--- config.mk ---
export PLATFORM = sky130hd
export DESIGN_NAME = gbcore_top
export DESIGN_NICKNAME = d
export VERILOG_FILES = /design/src/rtl/gbcore_pkg.sv /design/src/rtl/gbcore_ucode_rom.sv /design/src/rtl/gbcore_sequencer.sv /design/src/rtl/gbcore_int_ctrl.sv /design/src/rtl/gbcore_regfile.sv /design/src/rtl/gbcore_exec.sv /design/src/rtl/gbcore_top.sv
export VERILOG_INCLUDE_DIRS = /design/src /design/src/rtl
export SDC_FILE = /design/constraint.sdc
export NUM_CORES = 1
export LEC_CHECK = 0
export ABC_AREA = 1
export ABC_CLOCK_PERIOD_IN_PS = 2320
export BUFFER_PORTS_ARGS = -buffer_cell sky130_fd_sc_hd__buf_2
export CORE_ASPECT_RATIO = 0.75
export CORE_UTILIZATION = 55
export CTS_BUF_LIST = sky130_fd_sc_hd__clkbuf_2
export DETAILED_ROUTE_END_ITERATION = 10
export GPL_TIMING_DRIVEN = 0
export HOLD_SLACK_MARGIN = 0.05
export PLACE_DENSITY = 0.76
export SLEW_MARGIN = 20
export SYNTH_ARGS = -nofsm -noshare
export SYNTH_HDL_FRONTEND = slang
export SYNTH_SLANG_ARGS = --single-unit
export TNS_END_PERCENT = 20
--- constraint.sdc ---
create_clock -name iClock -period 2.32 [get_ports iClock]
set_input_delay 0.464 -clock iClock [delete_from_list [all_inputs] [get_ports iClock]]
set_output_delay 0.464 -clock iClock [all_outputs]
set_load 0.05 [all_outputs]
--- src/rtl/gbcore_config.svh ---
`ifndef GBCORE_CONFIG_SVH
`define GBCORE_CONFIG_SVH

// ----------------------------------------
// Datapath widths
// ----------------------------------------
`define GB_DATA_W       8
`define GB_ADDR_W       16
`define GB_UPC_W        6
`define GB_UCODE_DEPTH  48

// Register state after reset
`define GB_RESET_PC     16'h0000
`define GB_RESET_A      8'h11

// ----------------------------------------
// Interrupts
// ----------------------------------------
`define GB_INT_COUNT    4

`define GB_VEC_VBLANK   16'h0040  // Request line 0, highest priority
`define GB_VEC_LCD      16'h0048
`define GB_VEC_TIMER    16'h0050
`define GB_VEC_JOYPAD   16'h0060  // Request line 3

// Fixed flows that the sequencer selects on its own
`define GB_FLOW_FETCH   6'd0
`define GB_FLOW_INT     6'd1

`endif

--- src/rtl/gbcore_pkg.sv ---
package gbcore_pkg;

  // ----------------------------------------
  // Micro-commands
  // ----------------------------------------
  typedef enum logic [3:0]
  {
    nop,
    setAddr,   // Latch address source, request a read
    loadMem,   // Bus byte into a register
    storeMem,  // Register onto the bus with write enable
    aluOp,     // Register to register, decoded from the opcode
    setIe,
    clrIe,
    jumpInt    // Vector into PC, drop the request latch
  } uopCmd;

  // Register index follows the opcode field coding, (HL) slot is the pair
  typedef enum logic [3:0]
  {
    regB    = 4'd0,
    regC    = 4'd1,
    regD    = 4'd2,
    regE    = 4'd3,
    regH    = 4'd4,
    regL    = 4'd5,
    regHL   = 4'd6,
    regA    = 4'd7,
    regPC   = 4'd8,
    regNull = 4'd9
  } regIndex;

  // ----------------------------------------
  // One microcode word, 14 bits
  // ----------------------------------------
  typedef struct packed
  {
    logic       incPc;
    logic       endFlow;       // Last word of the flow
    uopCmd      cmd;
    regIndex    operand;
    logic       useOpcodeReg;  // Registers from opcode bits 5:3 and 2:0
    logic [2:0] spare;
  } microOp;

endpackage

--- src/rtl/gbcore_ucode_rom.sv ---
`include "gbcore_config.svh"

module gbcore_ucode_rom
(
  input  logic [`GB_UPC_W-1:0]  upc,
  input  logic [`GB_DATA_W-1:0] opcode,
  output gbcore_pkg::microOp    uop,
  output logic [`GB_UPC_W-1:0]  flowStart
);
  localparam logic [`GB_UPC_W-1:0] FlowFetch   = `GB_FLOW_FETCH;
  localparam logic [`GB_UPC_W-1:0] FlowInt     = `GB_FLOW_INT;
  localparam logic [`GB_UPC_W-1:0] FlowNop     = 6'd2;
  localparam logic [`GB_UPC_W-1:0] FlowEi      = 6'd3;
  localparam logic [`GB_UPC_W-1:0] FlowDi      = 6'd4;
  localparam logic [`GB_UPC_W-1:0] FlowLdRr    = 6'd5;
  localparam logic [`GB_UPC_W-1:0] FlowAlu     = 6'd6;
  localparam logic [`GB_UPC_W-1:0] FlowLdStore = 6'd7;
  localparam logic [`GB_UPC_W-1:0] FlowLdImm   = 6'd8;   // Seven pairs, B C D E H L A
  localparam logic [`GB_UPC_W-1:0] FlowLdLoad  = 6'd22;  // Seven pairs, same order

  function automatic gbcore_pkg::microOp mkOp
  (
    input logic                inc,
    input logic                last,
    input gbcore_pkg::uopCmd   cmd,
    input gbcore_pkg::regIndex opnd,
    input logic                useOp
  );
    mkOp = '{incPc: inc, endFlow: last, cmd: cmd, operand: opnd,
             useOpcodeReg: useOp, spare: 3'b000};
  endfunction

  // Pair offset of a destination field, A takes the slot of (HL)
  function automatic logic [`GB_UPC_W-1:0] slot(input logic [2:0] field);
    logic [2:0] idx;
    idx  = (field == 3'd7) ? 3'd6 : field;
    slot = {{(`GB_UPC_W-4){1'b0}}, idx, 1'b0};
  endfunction

  // ----------------------------------------
  // Microcode
  // ----------------------------------------
  function automatic gbcore_pkg::microOp romWord(input logic [`GB_UPC_W-1:0] addr);
    case (addr)
      FlowFetch:   romWord = mkOp(1'b1, 1'b1, gbcore_pkg::setAddr, gbcore_pkg::regPC, 1'b0);
      FlowInt:     romWord = mkOp(1'b0, 1'b1, gbcore_pkg::jumpInt, gbcore_pkg::regPC, 1'b0);
      FlowEi:      romWord = mkOp(1'b0, 1'b1, gbcore_pkg::setIe, gbcore_pkg::regNull, 1'b0);
      FlowDi:      romWord = mkOp(1'b0, 1'b1, gbcore_pkg::clrIe, gbcore_pkg::regNull, 1'b0);
      FlowLdRr:    romWord = mkOp(1'b0, 1'b1, gbcore_pkg::aluOp, gbcore_pkg::regNull, 1'b1);
      FlowAlu:     romWord = mkOp(1'b0, 1'b1, gbcore_pkg::aluOp, gbcore_pkg::regA, 1'b1);
      FlowLdStore: romWord = mkOp(1'b0, 1'b1, gbcore_pkg::storeMem, gbcore_pkg::regHL, 1'b1);
      6'd8, 6'd10, 6'd12, 6'd14, 6'd16, 6'd18, 6'd20:
        romWord = mkOp(1'b1, 1'b0, gbcore_pkg::setAddr, gbcore_pkg::regPC, 1'b0);  // Immediate
      6'd22, 6'd24, 6'd26, 6'd28, 6'd30, 6'd32, 6'd34:
        romWord = mkOp(1'b0, 1'b0, gbcore_pkg::setAddr, gbcore_pkg::regHL, 1'b0);
      6'd9,  6'd23: romWord = mkOp(1'b0, 1'b1, gbcore_pkg::loadMem, gbcore_pkg::regB, 1'b0);
      6'd11, 6'd25: romWord = mkOp(1'b0, 1'b1, gbcore_pkg::loadMem, gbcore_pkg::regC, 1'b0);
      6'd13, 6'd27: romWord = mkOp(1'b0, 1'b1, gbcore_pkg::loadMem, gbcore_pkg::regD, 1'b0);
      6'd15, 6'd29: romWord = mkOp(1'b0, 1'b1, gbcore_pkg::loadMem, gbcore_pkg::regE, 1'b0);
      6'd17, 6'd31: romWord = mkOp(1'b0, 1'b1, gbcore_pkg::loadMem, gbcore_pkg::regH, 1'b0);
      6'd19, 6'd33: romWord = mkOp(1'b0, 1'b1, gbcore_pkg::loadMem, gbcore_pkg::regL, 1'b0);
      6'd21, 6'd35: romWord = mkOp(1'b0, 1'b1, gbcore_pkg::loadMem, gbcore_pkg::regA, 1'b0);
      default:     romWord = mkOp(1'b0, 1'b1, gbcore_pkg::nop, gbcore_pkg::regNull, 1'b0);
    endcase
  endfunction

  assign uop = romWord(upc);

  // Opcode to flow lookup, casez takes the first match
  always_comb
  begin
    flowStart = FlowNop;
    casez (opcode)
      8'b00???110: if (opcode[5:3] != 3'b110) flowStart = FlowLdImm + slot(opcode[5:3]);
      8'b01110110: flowStart = FlowNop;  // HALT
      8'b01110???: flowStart = FlowLdStore;
      8'b01???110: flowStart = FlowLdLoad + slot(opcode[5:3]);
      8'b01??????: flowStart = FlowLdRr;
      8'b1010????,
      8'b10110???: if (opcode[2:0] != 3'b110) flowStart = FlowAlu;
      8'hfb:       flowStart = FlowEi;
      8'hf3:       flowStart = FlowDi;
      default:     flowStart = FlowNop;
    endcase
  end

endmodule

--- src/rtl/gbcore_sequencer.sv ---
`include "gbcore_config.svh"

module gbcore_sequencer
(
  input  logic                 iClock,
  input  logic                 rst,
  input  gbcore_pkg::microOp   uop,
  input  logic [`GB_UPC_W-1:0] flowStart,
  input  logic                 intPending,
  output logic [`GB_UPC_W-1:0] upc,
  output logic                 flowEnable
);
  typedef enum logic [1:0]
  {
    stateAfterReset,
    stateStartFlow,
    stateRunFlow,
    stateEndFlow
  } runState;

  runState state;
  runState nextState;
  logic    opcodeReady;  // Fetch done, opcode sits on the bus

  // ----------------------------------------
  // Run state machine
  // ----------------------------------------
  always_comb
  begin
    case (state)
      stateAfterReset: nextState = stateStartFlow;
      stateStartFlow:  nextState = stateRunFlow;
      stateRunFlow:    nextState = uop.endFlow ? stateEndFlow : stateRunFlow;
      stateEndFlow:    nextState = stateStartFlow;
      default:         nextState = stateAfterReset;
    endcase
  end

  always_ff @(posedge iClock)
  begin
    if (rst)
    begin
      state       <= stateAfterReset;
      upc         <= '0;
      opcodeReady <= 1'b0;
    end
    else
    begin
      state <= nextState;
      if (state == stateStartFlow)
      begin
        // Interrupts only replace a fetch, never a decoded opcode
        if (opcodeReady)
        begin
          upc         <= flowStart;
          opcodeReady <= 1'b0;
        end
        else if (intPending)
          upc <= `GB_FLOW_INT;
        else
        begin
          upc         <= `GB_FLOW_FETCH;
          opcodeReady <= 1'b1;
        end
      end
      else if (state == stateRunFlow)
        upc <= upc + 1'b1;
    end
  end

  assign flowEnable = (state == stateRunFlow);

endmodule

--- src/rtl/gbcore_int_ctrl.sv ---
`include "gbcore_config.svh"

module gbcore_int_ctrl
(
  input  logic                     iClock,
  input  logic                     rst,
  input  logic [`GB_INT_COUNT-1:0] iInterruptRequests,
  input  logic                     setIe,
  input  logic                     clrIe,
  input  logic                     takeInt,
  output logic                     intPending,
  output logic [`GB_ADDR_W-1:0]    vector
);
  localparam logic [`GB_ADDR_W-1:0] VecTable [`GB_INT_COUNT] =
    '{`GB_VEC_VBLANK, `GB_VEC_LCD, `GB_VEC_TIMER, `GB_VEC_JOYPAD};

  logic [`GB_INT_COUNT-1:0] requestLatch;
  logic [`GB_INT_COUNT-1:0] maskedRequests;
  logic                     intEnable;

  always_ff @(posedge iClock)
  begin
    if (rst)
    begin
      requestLatch <= '0;
      intEnable    <= 1'b0;
    end
    else
    begin
      requestLatch <= takeInt ? '0 : (requestLatch | iInterruptRequests);
      if (takeInt || clrIe)
        intEnable <= 1'b0;  // Acceptance disables further interrupts
      else if (setIe)
        intEnable <= 1'b1;
    end
  end

  assign maskedRequests = requestLatch & {`GB_INT_COUNT{intEnable}};
  assign intPending     = |maskedRequests;

  // Lowest line wins, so scan downwards
  always_comb
  begin
    vector = '0;
    for (int i = `GB_INT_COUNT - 1; i >= 0; i--)
      if (maskedRequests[i])
        vector = VecTable[i];
  end

endmodule

--- src/rtl/gbcore_regfile.sv ---
`include "gbcore_config.svh"

module gbcore_regfile
(
  input  logic                  iClock,
  input  logic                  rst,
  input  logic                  flowEnable,
  input  logic                  regWe,
  input  gbcore_pkg::regIndex   writeReg,
  input  logic [`GB_DATA_W-1:0] writeData,
  input  gbcore_pkg::regIndex   readReg,
  input  logic                  pcInc,
  input  logic                  pcLoad,
  input  logic [`GB_ADDR_W-1:0] pcValue,
  input  logic                  addrLatch,
  input  gbcore_pkg::regIndex   addrSrc,
  output logic [`GB_DATA_W-1:0] readData,
  output logic [`GB_DATA_W-1:0] regA,
  output logic [`GB_ADDR_W-1:0] pc,
  output logic [`GB_ADDR_W-1:0] busAddr
);
  logic [`GB_DATA_W-1:0] rB;
  logic [`GB_DATA_W-1:0] rC;
  logic [`GB_DATA_W-1:0] rD;
  logic [`GB_DATA_W-1:0] rE;
  logic [`GB_DATA_W-1:0] rH;
  logic [`GB_DATA_W-1:0] rL;
  gbcore_pkg::regIndex   addrSel;
  gbcore_pkg::regIndex   addrNow;

  // ----------------------------------------
  // Byte registers
  // ----------------------------------------
  always_ff @(posedge iClock)
  begin
    if (rst)
    begin
      rB   <= '0;
      rC   <= '0;
      rD   <= '0;
      rE   <= '0;
      rH   <= '0;
      rL   <= '0;
      regA <= `GB_RESET_A;
    end
    else if (regWe && flowEnable)
    begin
      case (writeReg)
        gbcore_pkg::regB: rB <= writeData;
        gbcore_pkg::regC: rC <= writeData;
        gbcore_pkg::regD: rD <= writeData;
        gbcore_pkg::regE: rE <= writeData;
        gbcore_pkg::regH: rH <= writeData;
        gbcore_pkg::regL: rL <= writeData;
        gbcore_pkg::regA: regA <= writeData;
        default: ;
      endcase
    end
  end

  // PC and bus address source
  always_ff @(posedge iClock)
  begin
    if (rst)
    begin
      pc      <= `GB_RESET_PC;
      addrSel <= gbcore_pkg::regPC;
    end
    else if (flowEnable)
    begin
      if (pcLoad)
        pc <= pcValue;
      else if (pcInc)
        pc <= pc + 1'b1;
      if (addrLatch)
        addrSel <= addrSrc;
    end
  end

  // New source drives the bus in the cycle it is latched
  assign addrNow = addrLatch ? addrSrc : addrSel;
  assign busAddr = (addrNow == gbcore_pkg::regHL) ? {rH, rL} : pc;

  always_comb
  begin
    case (readReg)
      gbcore_pkg::regB: readData = rB;
      gbcore_pkg::regC: readData = rC;
      gbcore_pkg::regD: readData = rD;
      gbcore_pkg::regE: readData = rE;
      gbcore_pkg::regH: readData = rH;
      gbcore_pkg::regL: readData = rL;
      gbcore_pkg::regA: readData = regA;
      default:          readData = '0;
    endcase
  end

endmodule

--- src/rtl/gbcore_exec.sv ---
`include "gbcore_config.svh"

module gbcore_exec
(
  input  gbcore_pkg::microOp    uop,
  input  logic                  flowEnable,
  input  logic [`GB_DATA_W-1:0] opcode,     // Bus byte, the opcode until a flow reads
  input  logic [`GB_DATA_W-1:0] readData,
  input  logic [`GB_DATA_W-1:0] regA,
  input  logic [`GB_ADDR_W-1:0] vector,
  output logic                  regWe,
  output gbcore_pkg::regIndex   writeReg,
  output logic [`GB_DATA_W-1:0] writeData,
  output gbcore_pkg::regIndex   readReg,
  output logic                  pcInc,
  output logic                  pcLoad,
  output logic [`GB_ADDR_W-1:0] pcValue,
  output logic                  addrLatch,
  output gbcore_pkg::regIndex   addrSrc,
  output logic                  mcuReadRequest,
  output logic                  mcuWe,
  output logic [`GB_DATA_W-1:0] mcuData,
  output logic                  setIe,
  output logic                  clrIe,
  output logic                  takeInt
);
  gbcore_pkg::regIndex   dstReg;
  gbcore_pkg::regIndex   srcReg;
  logic [`GB_DATA_W-1:0] aluResult;

  assign dstReg = uop.useOpcodeReg ? gbcore_pkg::regIndex'({1'b0, opcode[5:3]}) : uop.operand;
  assign srcReg = uop.useOpcodeReg ? gbcore_pkg::regIndex'({1'b0, opcode[2:0]}) : uop.operand;

  assign pcValue = vector;
  assign mcuData = readData;

  // ----------------------------------------
  // Logic unit, loads pass the source
  // ----------------------------------------
  always_comb
  begin
    if (opcode[7:6] == 2'b01)
      aluResult = readData;  // LD r,r'
    else
    begin
      case (opcode[4:3])
        2'b00:   aluResult = regA & readData;
        2'b01:   aluResult = regA ^ readData;
        2'b10:   aluResult = regA | readData;
        default: aluResult = readData;
      endcase
    end
  end

  // Command decode
  always_comb
  begin
    regWe          = 1'b0;
    writeReg       = gbcore_pkg::regNull;
    writeData      = '0;
    readReg        = gbcore_pkg::regNull;
    pcInc          = 1'b0;
    pcLoad         = 1'b0;
    addrLatch      = 1'b0;
    addrSrc        = gbcore_pkg::regPC;
    mcuReadRequest = 1'b0;
    mcuWe          = 1'b0;
    setIe          = 1'b0;
    clrIe          = 1'b0;
    takeInt        = 1'b0;
    if (flowEnable)
    begin
      pcInc = uop.incPc;
      case (uop.cmd)
        gbcore_pkg::setAddr:
        begin
          addrLatch      = 1'b1;
          addrSrc        = uop.operand;
          mcuReadRequest = 1'b1;
        end
        gbcore_pkg::loadMem:
        begin
          regWe     = 1'b1;
          writeReg  = dstReg;
          writeData = opcode;
        end
        gbcore_pkg::storeMem:
        begin
          addrLatch = 1'b1;
          addrSrc   = uop.operand;  // Address from the word, data from the opcode
          readReg   = srcReg;
          mcuWe     = 1'b1;
        end
        gbcore_pkg::aluOp:
        begin
          readReg   = srcReg;
          regWe     = 1'b1;
          writeReg  = (opcode[7:6] == 2'b01) ? dstReg : gbcore_pkg::regA;
          writeData = aluResult;
        end
        gbcore_pkg::setIe:   setIe = 1'b1;
        gbcore_pkg::clrIe:   clrIe = 1'b1;
        gbcore_pkg::jumpInt:
        begin
          pcLoad  = 1'b1;
          takeInt = 1'b1;
        end
        default: ;
      endcase
    end
  end

endmodule

--- src/rtl/gbcore_top.sv ---
`include "gbcore_config.svh"

module gbcore_top
(
  input  logic                     iClock,
  input  logic                     rst,
  input  logic [`GB_DATA_W-1:0]    iMcuData,
  output logic [`GB_DATA_W-1:0]    oMcuData,
  output logic [`GB_ADDR_W-1:0]    oMcuAddr,
  output logic                     oMcuReadRequest,
  output logic                     oMcuWe,
  input  logic [`GB_INT_COUNT-1:0] iInterruptRequests
);
  logic [`GB_UPC_W-1:0]  upc;
  logic [`GB_UPC_W-1:0]  flowStart;
  gbcore_pkg::microOp    uop;
  logic                  flowEnable;
  logic                  intPending;
  logic [`GB_ADDR_W-1:0] vector;
  logic                  regWe;
  gbcore_pkg::regIndex   writeReg;
  logic [`GB_DATA_W-1:0] writeData;
  gbcore_pkg::regIndex   readReg;
  logic [`GB_DATA_W-1:0] readData;
  logic [`GB_DATA_W-1:0] regA;
  logic                  pcInc;
  logic                  pcLoad;
  logic [`GB_ADDR_W-1:0] pcValue;
  logic                  addrLatch;
  gbcore_pkg::regIndex   addrSrc;
  logic                  setIe;
  logic                  clrIe;
  logic                  takeInt;

  // ----------------------------------------
  // Control
  // ----------------------------------------
  gbcore_sequencer uSequencer
  (
    .iClock, .rst, .uop, .flowStart, .intPending, .upc, .flowEnable
  );

  gbcore_ucode_rom uRom
  (
    .upc, .opcode(iMcuData), .uop, .flowStart
  );

  gbcore_int_ctrl uIntCtrl
  (
    .iClock, .rst, .iInterruptRequests, .setIe, .clrIe, .takeInt, .intPending, .vector
  );

  // Datapath
  gbcore_regfile uRegfile
  (
    .iClock, .rst, .flowEnable, .regWe, .writeReg, .writeData, .readReg,
    .pcInc, .pcLoad, .pcValue, .addrLatch, .addrSrc,
    .readData, .regA, .pc(), .busAddr(oMcuAddr)
  );

  gbcore_exec uExec
  (
    .uop, .flowEnable, .opcode(iMcuData), .readData, .regA, .vector,
    .regWe, .writeReg, .writeData, .readReg, .pcInc, .pcLoad, .pcValue,
    .addrLatch, .addrSrc, .mcuReadRequest(oMcuReadRequest), .mcuWe(oMcuWe),
    .mcuData(oMcuData), .setIe, .clrIe, .takeInt
  );

endmodule

==> impl_metrics.py, run 1 <==
metrics = {
    "routing": {
        "wl_per_cell_um": 15.9,
        "avgViaCountPerCell": 5.55,
        "postRouteAntennaNets": 0,
        "drt-initial-drc-count": 883,
        "via_count": 6922,
        "wl_um": 19900,
        "drcViolationCount": 0,
        "first_pass_iters": 6,
    },
    "layout": {
        "layout_commonest_cell": "nand2_1",
        "regMostFlops": "uRegfile.pc",
        "fin_nets": 1134,
        "fin_cells": 1247,
        "final_cell_mix": "nand2_1, inv_1, nor2_1, nand3_1, dfxtp_1",
        "antennaDiodeCount": 0,
        "drive_gt1_share_pct": 24.6,
        "areaGrowthSynthToFinish_pct": 26.8,
        "largest_reg_flops": 16,
    },
    "floorplanning": {
        "die_w_um": 126,
        "die_h_um": 94.8,
        "fp-row-count": 33,
        "core_area_um2": 11100,
        "ios": 40,
        "start_util_pct": 57.1,
        "die_area_um2": 11900,
    },
    "place": {
        "dp.cells": 1196,
        "dp_hpwl_um": 13700,
        "place_ws_ns": -0.971,
        "portBuffers": 36,
        "gp_congestion": 0.974,
    },
    "clock_tree": {
        "clock_latency_ns": 0.65,
        "h-tree-depth": 3,
        "clk_path_buf_depth": 2,
        "cts.clk_slew.worst_paths_ns": 0.25,
        "cts.sinks": 100,
        "cts_tree": "done",
        "cts_buffers": 9,
        "root_buffer": "clkbuf_2",
    },
    "worst_setup_path": {
        "crit_chain": "inv_2 > ha_4 > inv_8 > nor3_4 > mux2i_1 > nor2_1 > nand3_4 > buf_8 > o21ai_4 > buf_6",
        "worstSetupPathType": "flop to output port",
        "cp.arrival_ns": 2.67,
        "start_kind": "flop",
        "r2r_cells": 21,
        "max_stage_delay_ns": 0.38,
        "end_kind": "output port",
        "crit_family": "simple AND/OR/NAND/NOR gates",
        "crit_fanout": 7,
        "cp.depth": 10,
        "crit_path_top_delay_cell": "dfxtp_2",
        "cp_num_buf_inv": 4,
        "worstPathRequired_ns": 1.86,
    },
    "power": {
        "p_leak_nw": 3.78,
        "powerDensity_nw_per_um2": 672,
        "vdd_drop_max_mv": 0.640,
    },
    "global_route": {
        "grt_overflow": 0,
        "grt_pass1_vias": 5741,
        "antenna_found_initial": 0,
        "grt_pass1_wl_um": 30700,
        "grt_max_degree": 18,
        "grt_usage_pct": 33.5,
    },
    "worst_hold_path": {
        "hp-class": "input port to flop",
        "worstHoldPathCells": 4,
    },
    "synth": {
        "ys_seq_elements": 100,
        "ys_warn_count": 0,
        "synth_area_per_cell_um2": 6.19,
        "synth_cells": 1020,
        "synthesis.nets": 1052,
        "seq_area_frac_synth_pct": 31.7,
        "yosysUniqueCellTypes": 46,
        "synth_area_um2": 6320,
    },
    "sta": {
        "drv_slew": 0,
        "worst_slack_ns": -0.814,
        "rsz0062_at_grt": "true",
        "setup_viol": 81,
        "final.min_clock_period_ns": 3.13,
        "period_share_pct": 135,
        "worst_pin_slew_ns": 0.648,
        "finalHoldViolCount": 0,
        "fin_skew_ns": 0.0491,
        "max-slew-margin-rel_pct": 56.8,
        "timing.fmax_mhz": 319,
    },
    "outcome": {
        "failed_checks": "setup timing",
        "outcome": "finished with violations",
    },
    "run": {
        "timing.max_cap.violations": 0,
    },
}
-- kinds of logic after synthesis --
family / Yosys count / synth area share [%]
muxes: 3 / 0.475
and+or+nand+nor: 582 / 40.8
buffers and inverters: 185 / 11.6
DFF: 100 / 31.7
xor gates and xnor gates: 5 / 0.693
AOI/OAI and AO/OA: 127 / 11.2
adders and majority gates: 18 / 3.57
-- worst register-to-register path: cells and delay by family, from the launching register on --
kind,cells,cell delay (ns)
simple gates,11,1.20
buf+inv,6,0.59
fa+ha+maj,2,0.46
flops,1,0.38
compound gates,2,0.21
-- cell type report --
cell class | count | area, um2
Multi-Input combinational cell | 735 | 4210
Fill cell | 900 | 3060
Sequential cell | 100 | 2020
Timing Repair Buffer | 72 | 663
Inverter | 157 | 609
Buffer | 27 | 216
Tap cell | 140 | 175
Clock inverter | 7 | 75.1
Clock buffer | 9 | 45.0
-- worst paths after layout --
| check | from | to | slack (ns) |
|---|---|---|---|
| min | iMcuData[6] | uSequencer.upc[4] | 0.35 |
| max reg2reg | uSequencer.state[0] | uRegfile.rB[2] | -0.60 |
| min reg2reg | uRom.uop[13] | uRegfile.pc[1] | 0.51 |
| max | uSequencer.state[0] | oMcuAddr[1] | -0.81 |
-- per-layer routing --
layer	vias up	wire (um)	global-route usage [%]
met4	0	410	8.73
li1	3410	-	-
met5	-	0	1.68
met2	359	8260	49.1
met1	3109	9100	49.0
met3	44	2110	7.25
-- synthesized netlist by cell type, drive strengths merged --
| cell type | number | share of area, % |
|---|---|---|
| inv | 154 | 9.2 |
| a22oi | 1 | 0.12 |
| nor4 | 1 | 0.099 |
| nand4 | 6 | 0.59 |
| nand2 | 264 | 17 |
| nor2 | 153 | 10 |
| buf | 12 | 1.3 |
| o21bai | 1 | 0.12 |
| dfxtp | 100 | 32 |
| xor2 | 4 | 0.55 |
| mux2i | 3 | 0.48 |
| nor3b | 1 | 0.12 |
| o221a | 1 | 0.18 |
| o21ai | 59 | 4.9 |
| or2 | 3 | 0.30 |
| o22ai | 1 | 0.32 |
| a31oi | 6 | 0.59 |
| a21boi | 1 | 0.12 |
| nand3b | 3 | 0.36 |
| o211ai | 1 | 0.12 |
| a211oi | 2 | 0.24 |
| ha | 18 | 3.6 |
| nor3 | 8 | 0.71 |
| and2 | 1 | 0.099 |
| a221oi | 1 | 0.14 |
| clkinv | 3 | 0.18 |
| a21oi | 53 | 4.3 |
| clkbuf | 16 | 0.95 |
| xnor2 | 1 | 0.14 |
| nand3 | 142 | 12 |
-- power by group --
part           internal (W)  switching, W  total, W  leakage, nW
Clock              0.000256      0.000643  0.000899       0.0762
Combinational      0.000888       0.00150   0.00239         2.89
Sequential          0.00191      0.000176   0.00209        0.813
Total               0.00305       0.00232   0.00538         3.78
-- repair_timing --
item,in CTS,in global routing
pin swaps,10,28
gates resized for setup,128,73
buffers inserted,20,8
hold endpoints to repair,4,0
hold buffers,4,0
setup endpoints to repair,89,94
gates cloned,3,1
-- metrics by stage --
step	utilization [%]	hold slack (ns)	instance area, um2	TNS, ns	power (W)
global placement	62.3	0.445	6890	-55.83	0.00391
finish	72.4	0.351	8010	-45.29	0.00538
CTS	69.4	0.329	7680	-37.46	0.00507
global route	72.4	0.324	8010	-58.14	0.00569
detailed placement	62.3	0.464	6890	-58.56	0.00394
floorplan	-	0.430	6540	-20.70	0.00353
Power figures use the tool's default switching activity.
==> run 2, diff against run 1 <==
--- a/config.mk
+++ b/config.mk
@@ -11,7 +11,7 @@
 export BUFFER_PORTS_ARGS = -buffer_cell sky130_fd_sc_hd__buf_2
 export CORE_ASPECT_RATIO = 0.75
 export CORE_UTILIZATION = 55
-export CTS_BUF_LIST = sky130_fd_sc_hd__clkbuf_2
+export CTS_BUF_LIST = sky130_fd_sc_hd__clkbuf_8
 export DETAILED_ROUTE_END_ITERATION = 10
 export GPL_TIMING_DRIVEN = 0
 export HOLD_SLACK_MARGIN = 0.05
==> run 2 against run 1 <==
Die area unchanged. Sequential share of layout area decreased by 0.92 points. Routed wire length grew 8.3%. Global-route usage is 0.88 points higher. Largest power group unchanged. Count of clock-buffer cells in the layout unchanged. Largest cell class unchanged. Combinational power is 2% higher. Core utilization up 2.7 points. Clock power is 31% higher. The run still ends with setup timing left.
==> impl_metrics.py, run 2 (synthesis results as in run 1) <==
metrics = {
    "worst_setup_path": {
        "cp_common_cell": "buf_6",
        "r2r_cells": 20,
        "start_kind": "flop",
        "worstPathRequired_ns": 1.86,
        "regToRegStartpoint": "uSequencer.state[0]",
        "cp_num_buf_inv": 5,
        "end_kind": "output port",
        "crit_chain": "inv_2 > ha_4 > inv_8 > nor3_4 > buf_6 > mux2i_2 > nor2_2 > nand3_4 > clkbuf_8 > nand2_2 > o21ai_4 > buf_6",
        "endpoint": "oMcuAddr[3]",
        "cp.arrival_ns": 2.46,
        "crit_family": "buffers and inverters",
        "r2r_slack_ns": -0.45,
        "crit_fanout": 8,
        "worstSetupPathType": "flop to output port",
        "cp.depth": 12,
        "max_stage_delay_ns": 0.34,
        "crit_path_top_delay_cell": "dfxtp_2",
        "crit_path_start": "uSequencer.state[0]",
        "r2r-end": "uRegfile.rH[7]",
    },
    "sta": {
        "setup_viol": 80,
        "timing.fmax_mhz": 342,
        "final.min_clock_period_ns": 2.92,
        "hold_slack_ns": 0.286,
        "period_share_pct": 126,
        "rsz0062_at_grt": "true",
        "worst_slack_ns": -0.603,
        "max-slew-margin-rel_pct": 56.6,
        "worst_pin_slew_ns": 0.650,
        "fin_skew_ns": 0.0199,
        "drv_slew": 0,
        "finalHoldViolCount": 0,
    },
    "clock_tree": {
        "clock_latency_ns": 0.39,
        "cts_tree": "done",
        "root_buffer": "clkbuf_8",
        "cts.sinks": 100,
        "cts_buffers": 9,
        "cts.clk_slew.worst_paths_ns": 0.10,
        "h-tree-depth": 3,
        "clk_path_buf_depth": 2,
    },
    "power": {
        "power.switching_w": 0.00241,
        "p_int_w": 0.00329,
        "vdd_drop_max_mv": 0.615,
        "combPwrFrac_pct": 42.8,
        "powerDensity_nw_per_um2": 687,
        "power.total_w": 0.00570,
        "sw_frac_of_total_pct": 42.3,
        "p_seq_share_pct": 36.5,
        "p_leak_nw": 3.81,
        "p_clk_share_pct": 20.7,
    },
    "global_route": {
        "grt_max_degree": 18,
        "grt_pass1_wl_um": 31500,
        "grt_overflow": 0,
        "grt_usage_pct": 34.4,
        "antenna_found_initial": 0,
        "grt_pass1_vias": 5954,
    },
    "place": {
        "portBuffers": 36,
        "gp_congestion": 0.974,
        "dp_hpwl_um": 13700,
        "place_ws_ns": -0.971,
    },
    "run": {
        "timing.max_cap.violations": 0,
    },
    "layout": {
        "drive_gt1_share_pct": 27.9,
        "final_util_pct": 75.0,
        "areaGrowthSynthToFinish_pct": 31.4,
        "nFillCells": 857,
        "regMostFlops": "uRegfile.pc",
        "final_cell_mix": "nand2_1, inv_1, nor2_1, nand3_1, dfxtp_1",
        "layout_commonest_cell": "nand2_1",
        "fin_nets": 1140,
        "antennaDiodeCount": 0,
        "largest_reg_flops": 16,
    },
    "routing": {
        "via_count": 7149,
        "first_pass_iters": 5,
        "postRouteAntennaNets": 0,
        "wl_per_cell_um": 17.2,
        "drt-initial-drc-count": 1050,
        "wl_um": 21500,
        "drcViolationCount": 0,
        "avgViaCountPerCell": 5.71,
    },
    "floorplanning": {
        "die_h_um": 94.8,
        "start_util_pct": 57.1,
        "ios": 40,
        "fp-row-count": 33,
        "die_area_um2": 11900,
        "core_area_um2": 11100,
        "die_w_um": 126,
    },
    "worst_hold_path": {
        "hp-class": "input port to flop",
    },
    "outcome": {
        "outcome": "finished with violations",
        "failed_checks": "setup timing",
    },
}
==> run 2: cell types whose count changed in the layout (fill, tap and decap cells not counted), moves of 9 or more <==
cell      change
nand2_1      -13
buf_4        +10
nor2_2       +10
clkbuf_2      -9
nand2_2      +12
clkbuf_8     +10
==> run 2: worst min path at each step <==
stage | from | end | cells past startpoint
2_1_floorplan | uRegfile.addrSel[3] | uRegfile.addrSel[3] | 2
3_3_place_gp | uRegfile.addrSel[3] | uRegfile.addrSel[3] | 2
3_5_place_dp | uRegfile.addrSel[3] | uRegfile.addrSel[3] | 2
4_1_cts | iInterruptRequests[0] | uIntCtrl.requestLatch[0] | 3
5_1_grt | iInterruptRequests[2] | uIntCtrl.requestLatch[2] | 3
6_report | iInterruptRequests[2] | uIntCtrl.requestLatch[2] | 3
==> run 2: power by group through the flow <==
stage	combinational, W	clock [W]	sequential, W
5_1_grt	0.00265	0.00125	0.00210
3_5_place_dp	0.00185	0	0.00209
6_report	0.00244	0.00118	0.00208
4_1_cts	0.00217	0.00116	0.00206
2_1_floorplan	0.00148	0	0.00205
3_3_place_gp	0.00183	0	0.00208
==> run 2: final cells by class <==
cell class                 instances  area, um2  area share [%]
tap                              140        175            2.11
buffer                            27        221            2.67
inverter                         157        611            7.36
timing repair buffer              78        687            8.28
sequential                       100       2010            24.3
multi-input combinational        735       4390            52.9
clock inverter                     7       75.1           0.904
clock buffer                       9        124            1.49
==> run 2: what timing repair did <==
item,in CTS,in global routing
gates cloned,4,1
hold buffers,0,0
resized for setup,161,77
setup buffers,26,11
endpoints found under the setup margin,88,95
pin swaps,20,27
==> run 2: layer usage <==
metal  vias to the layer above  share of wire [%]  track usage [%]
met2                       425                 43             51.3
met5                         -                  0                0
li1                       3416                  -                -
met4                         0                3.4             10.3
met1                      3239                 43             49.6
met3                        69                 11             6.80
==> run 2: tightest hold or removal path: stages <==
cell    delay [ns]
buf_2         0.08
nor2_1        0.03
nor2_1        0.08
==> run 2: metrics by stage <==
stage	TNS (ns)	instance area, um2	instances
finish	-31.87	8300	1253
global route	-40.64	8300	1253
CTS	-25.66	7900	1241
detailed placement	-58.56	6890	1196
global placement	-55.83	6890	1196
floorplan	-20.70	6540	1020
==> run 3, diff against run 2 <==
--- a/config.mk
+++ b/config.mk
@@ -16,8 +16,10 @@
 export GPL_TIMING_DRIVEN = 0
 export HOLD_SLACK_MARGIN = 0.05
 export PLACE_DENSITY = 0.76
+export SKIP_LAST_GASP = 1
 export SLEW_MARGIN = 20
 export SYNTH_ARGS = -nofsm -noshare
 export SYNTH_HDL_FRONTEND = slang
+export SYNTH_HIERARCHICAL = 1
 export SYNTH_SLANG_ARGS = --single-unit
 export TNS_END_PERCENT = 20
==> run 3 against run 2 <==
The run still ends with setup timing left. Clock skew grew 0.00099 ns. Synthesized cell count is 6.4% higher. Core utilization up 0.15 points. Clock power down 5%. Critical path depth rose by 18. Synthesized area is 7.3% higher.
==> impl_metrics.py, run 3 <==
metrics = {
    "power": {
        "combPwrFrac_pct": 51.8,
        "vdd_drop_max_mv": 0.639,
        "powerDensity_nw_per_um2": 691,
        "p_int_w": 0.00334,
        "sw_frac_of_total_pct": 45.4,
        "p_clk_share_pct": 18.3,
        "power.switching_w": 0.00278,
        "power.total_w": 0.00612,
        "p_leak_nw": 3.94,
        "p_seq_share_pct": 29.9,
    },
    "routing": {
        "wl_um": 21500,
        "wl_per_cell_um": 15.8,
        "first_pass_iters": 6,
        "postRouteAntennaNets": 0,
        "drt-initial-drc-count": 711,
        "via_count": 7516,
        "avgViaCountPerCell": 5.51,
        "drcViolationCount": 0,
    },
    "worst_setup_path": {
        "r2r_slack_ns": -1.55,
        "cp_common_cell": "nand2_4",
        "r2r-end": "uRegfile/rD[0]",
        "max_stage_delay_ns": 0.45,
        "end_kind": "flop",
        "crit_path_top_delay_cell": "dfxtp_4",
        "regToRegStartpoint": "uSequencer/upc[1]",
        "r2r_cells": 30,
        "crit_fanout": 8,
        "cp.arrival_ns": 4.14,
        "worstPathRequired_ns": 2.59,
        "worstSetupPathType": "flop to flop",
        "start_kind": "flop",
    },
    "worst_hold_path": {
        "hp-start": "iInterruptRequests[2]",
        "hold_end": "uIntCtrl/requestLatch[2]",
        "hp-class": "input port to flop",
        "worstHoldPathCells": 3,
    },
    "global_route": {
        "antenna_found_initial": 0,
        "grt_usage_pct": 31.7,
        "grt_max_degree": 20,
        "grt_pass1_vias": 6522,
        "grt_pass1_wl_um": 31700,
        "grt_overflow": 0,
    },
    "layout": {
        "areaGrowthSynthToFinish_pct": 30.7,
        "drive_gt1_share_pct": 32.0,
        "final_cell_mix": "nand2_1, inv_1, nor2_1, buf_4, dfxtp_1",
        "antennaDiodeCount": 0,
        "fin_nets": 1239,
        "largest_reg_flops": 16,
        "regMostFlops": "uRegfile/pc",
        "layout_commonest_cell": "nand2_1",
    },
    "sta": {
        "max-slew-margin-rel_pct": 53.2,
        "fin_skew_ns": 0.0209,
        "worst_slack_ns": -1.55,
        "timing.fmax_mhz": 258,
        "worst_pin_slew_ns": 0.701,
        "timing.setup.tns_ns": -117.15,
        "rsz0062_at_grt": "true",
        "finalHoldViolCount": 0,
        "drv_slew": 0,
        "final.min_clock_period_ns": 3.87,
        "setup_viol": 98,
        "period_share_pct": 167,
    },
    "clock_tree": {
        "cts_tree": "done",
        "root_buffer": "clkbuf_8",
        "h-tree-depth": 3,
        "clock_latency_ns": 0.39,
        "clk_path_buf_depth": 2,
        "cts.clk_slew.worst_paths_ns": 0.11,
        "cts_hold_buf": 0,
        "cts.sinks": 90,
        "cts_buffers": 9,
    },
    "floorplanning": {
        "fp-row-count": 34,
        "core_area_um2": 11800,
        "ios": 40,
        "die_w_um": 130,
        "start_util_pct": 57.5,
        "die_h_um": 98.1,
        "die_area_um2": 12800,
    },
    "outcome": {
        "outcome": "finished with violations",
        "failed_checks": "setup timing",
    },
    "synth": {
        "synth_cells": 1085,
        "synth_area_um2": 6780,
        "ys_warn_count": 6,
        "synth_area_per_cell_um2": 6.25,
    },
    "place": {
        "dp_hpwl_um": 13600,
        "portBuffers": 39,
        "gp_congestion": 0.907,
    },
    "run": {
        "timing.max_cap.violations": 0,
    },
}
-- run 3: area by class of cell --
type                    count  area (um2)
multi-input cells         765        4770
fillers                   905        2930
flip-flops and latches     90        1820
repair buffers             92         712
inverters                 173         679
plain buffers              66         469
well taps                 162         203
clock buffers               9         124
clock inverters             7        78.8
-- run 3: power by group through the flow --
stage	combinational [W]	clock [W]	sequential [W]
floorplan	0.00165	0	0.00180
finish	0.00317	0.00112	0.00183
CTS	0.00260	0.00114	0.00182
detailed placement	0.00202	0	0.00184
global placement	0.00199	0	0.00184
global route	0.00338	0.00120	0.00184
-- run 3: what timing repair did --
action	in CTS	in global routing
buffers inserted	32	22
pin swaps	44	57
resized for setup	112	90
endpoints found under the setup margin	98	99
-- run 3: worst max-delay path: cells and delay by family, from the launching register on --
kind            cells  cell delay, ns
simple gates       18            1.66
fa+ha+maj           2            0.48
flops               1            0.45
compound gates      4            0.60
buf+inv             6            0.53
-- run 3: through the flow --
stage	cell area (um2)	utilization (%)	worst slack, ns	cells	hold WS (ns)
2_1_floorplan	6980	-	-0.928	1096	0.422
3_3_place_gp	7380	62.6	-1.58	1297	0.433
3_5_place_dp	7380	62.6	-1.62	1297	0.435
4_1_cts	8300	70.5	-1.29	1344	0.296
5_1_grt	8860	75.2	-1.69	1364	0.307
6_report	8860	75.2	-1.55	1364	0.311
-- run 3: how the worst max path moves through the flow --
stage	endpoint	startpoint	depth (start not counted)	slack, ns
after global placement	uRegfile/rE[2]	uSequencer/upc[0]	26	-1.58
after detailed placement	uRegfile/rE[2]	uSequencer/upc[0]	26	-1.62
after global routing	uRegfile/rD[0]	uSequencer/upc[1]	30	-1.69
after floorplan	uRegfile/rD[7]	uSequencer/upc[0]	26	-0.93
after CTS	oMcuData[0]	uSequencer/upc[1]	18	-1.29
final	uRegfile/rD[0]	uSequencer/upc[1]	30	-1.55
-- run 3: metal layers --
layer / routed length (um) / vias to the layer above / share of wire, % / GRT usage [%]
met5: 0 / - / 0 / 0
met4: 729 / 0 / 3.4 / 8.59
met3: 1670 / 69 / 7.8 / 5.26
met2: 9850 / 373 / 46 / 50.1
met1: 9270 / 3426 / 43 / 44.4
li1: - / 3648 / - / -
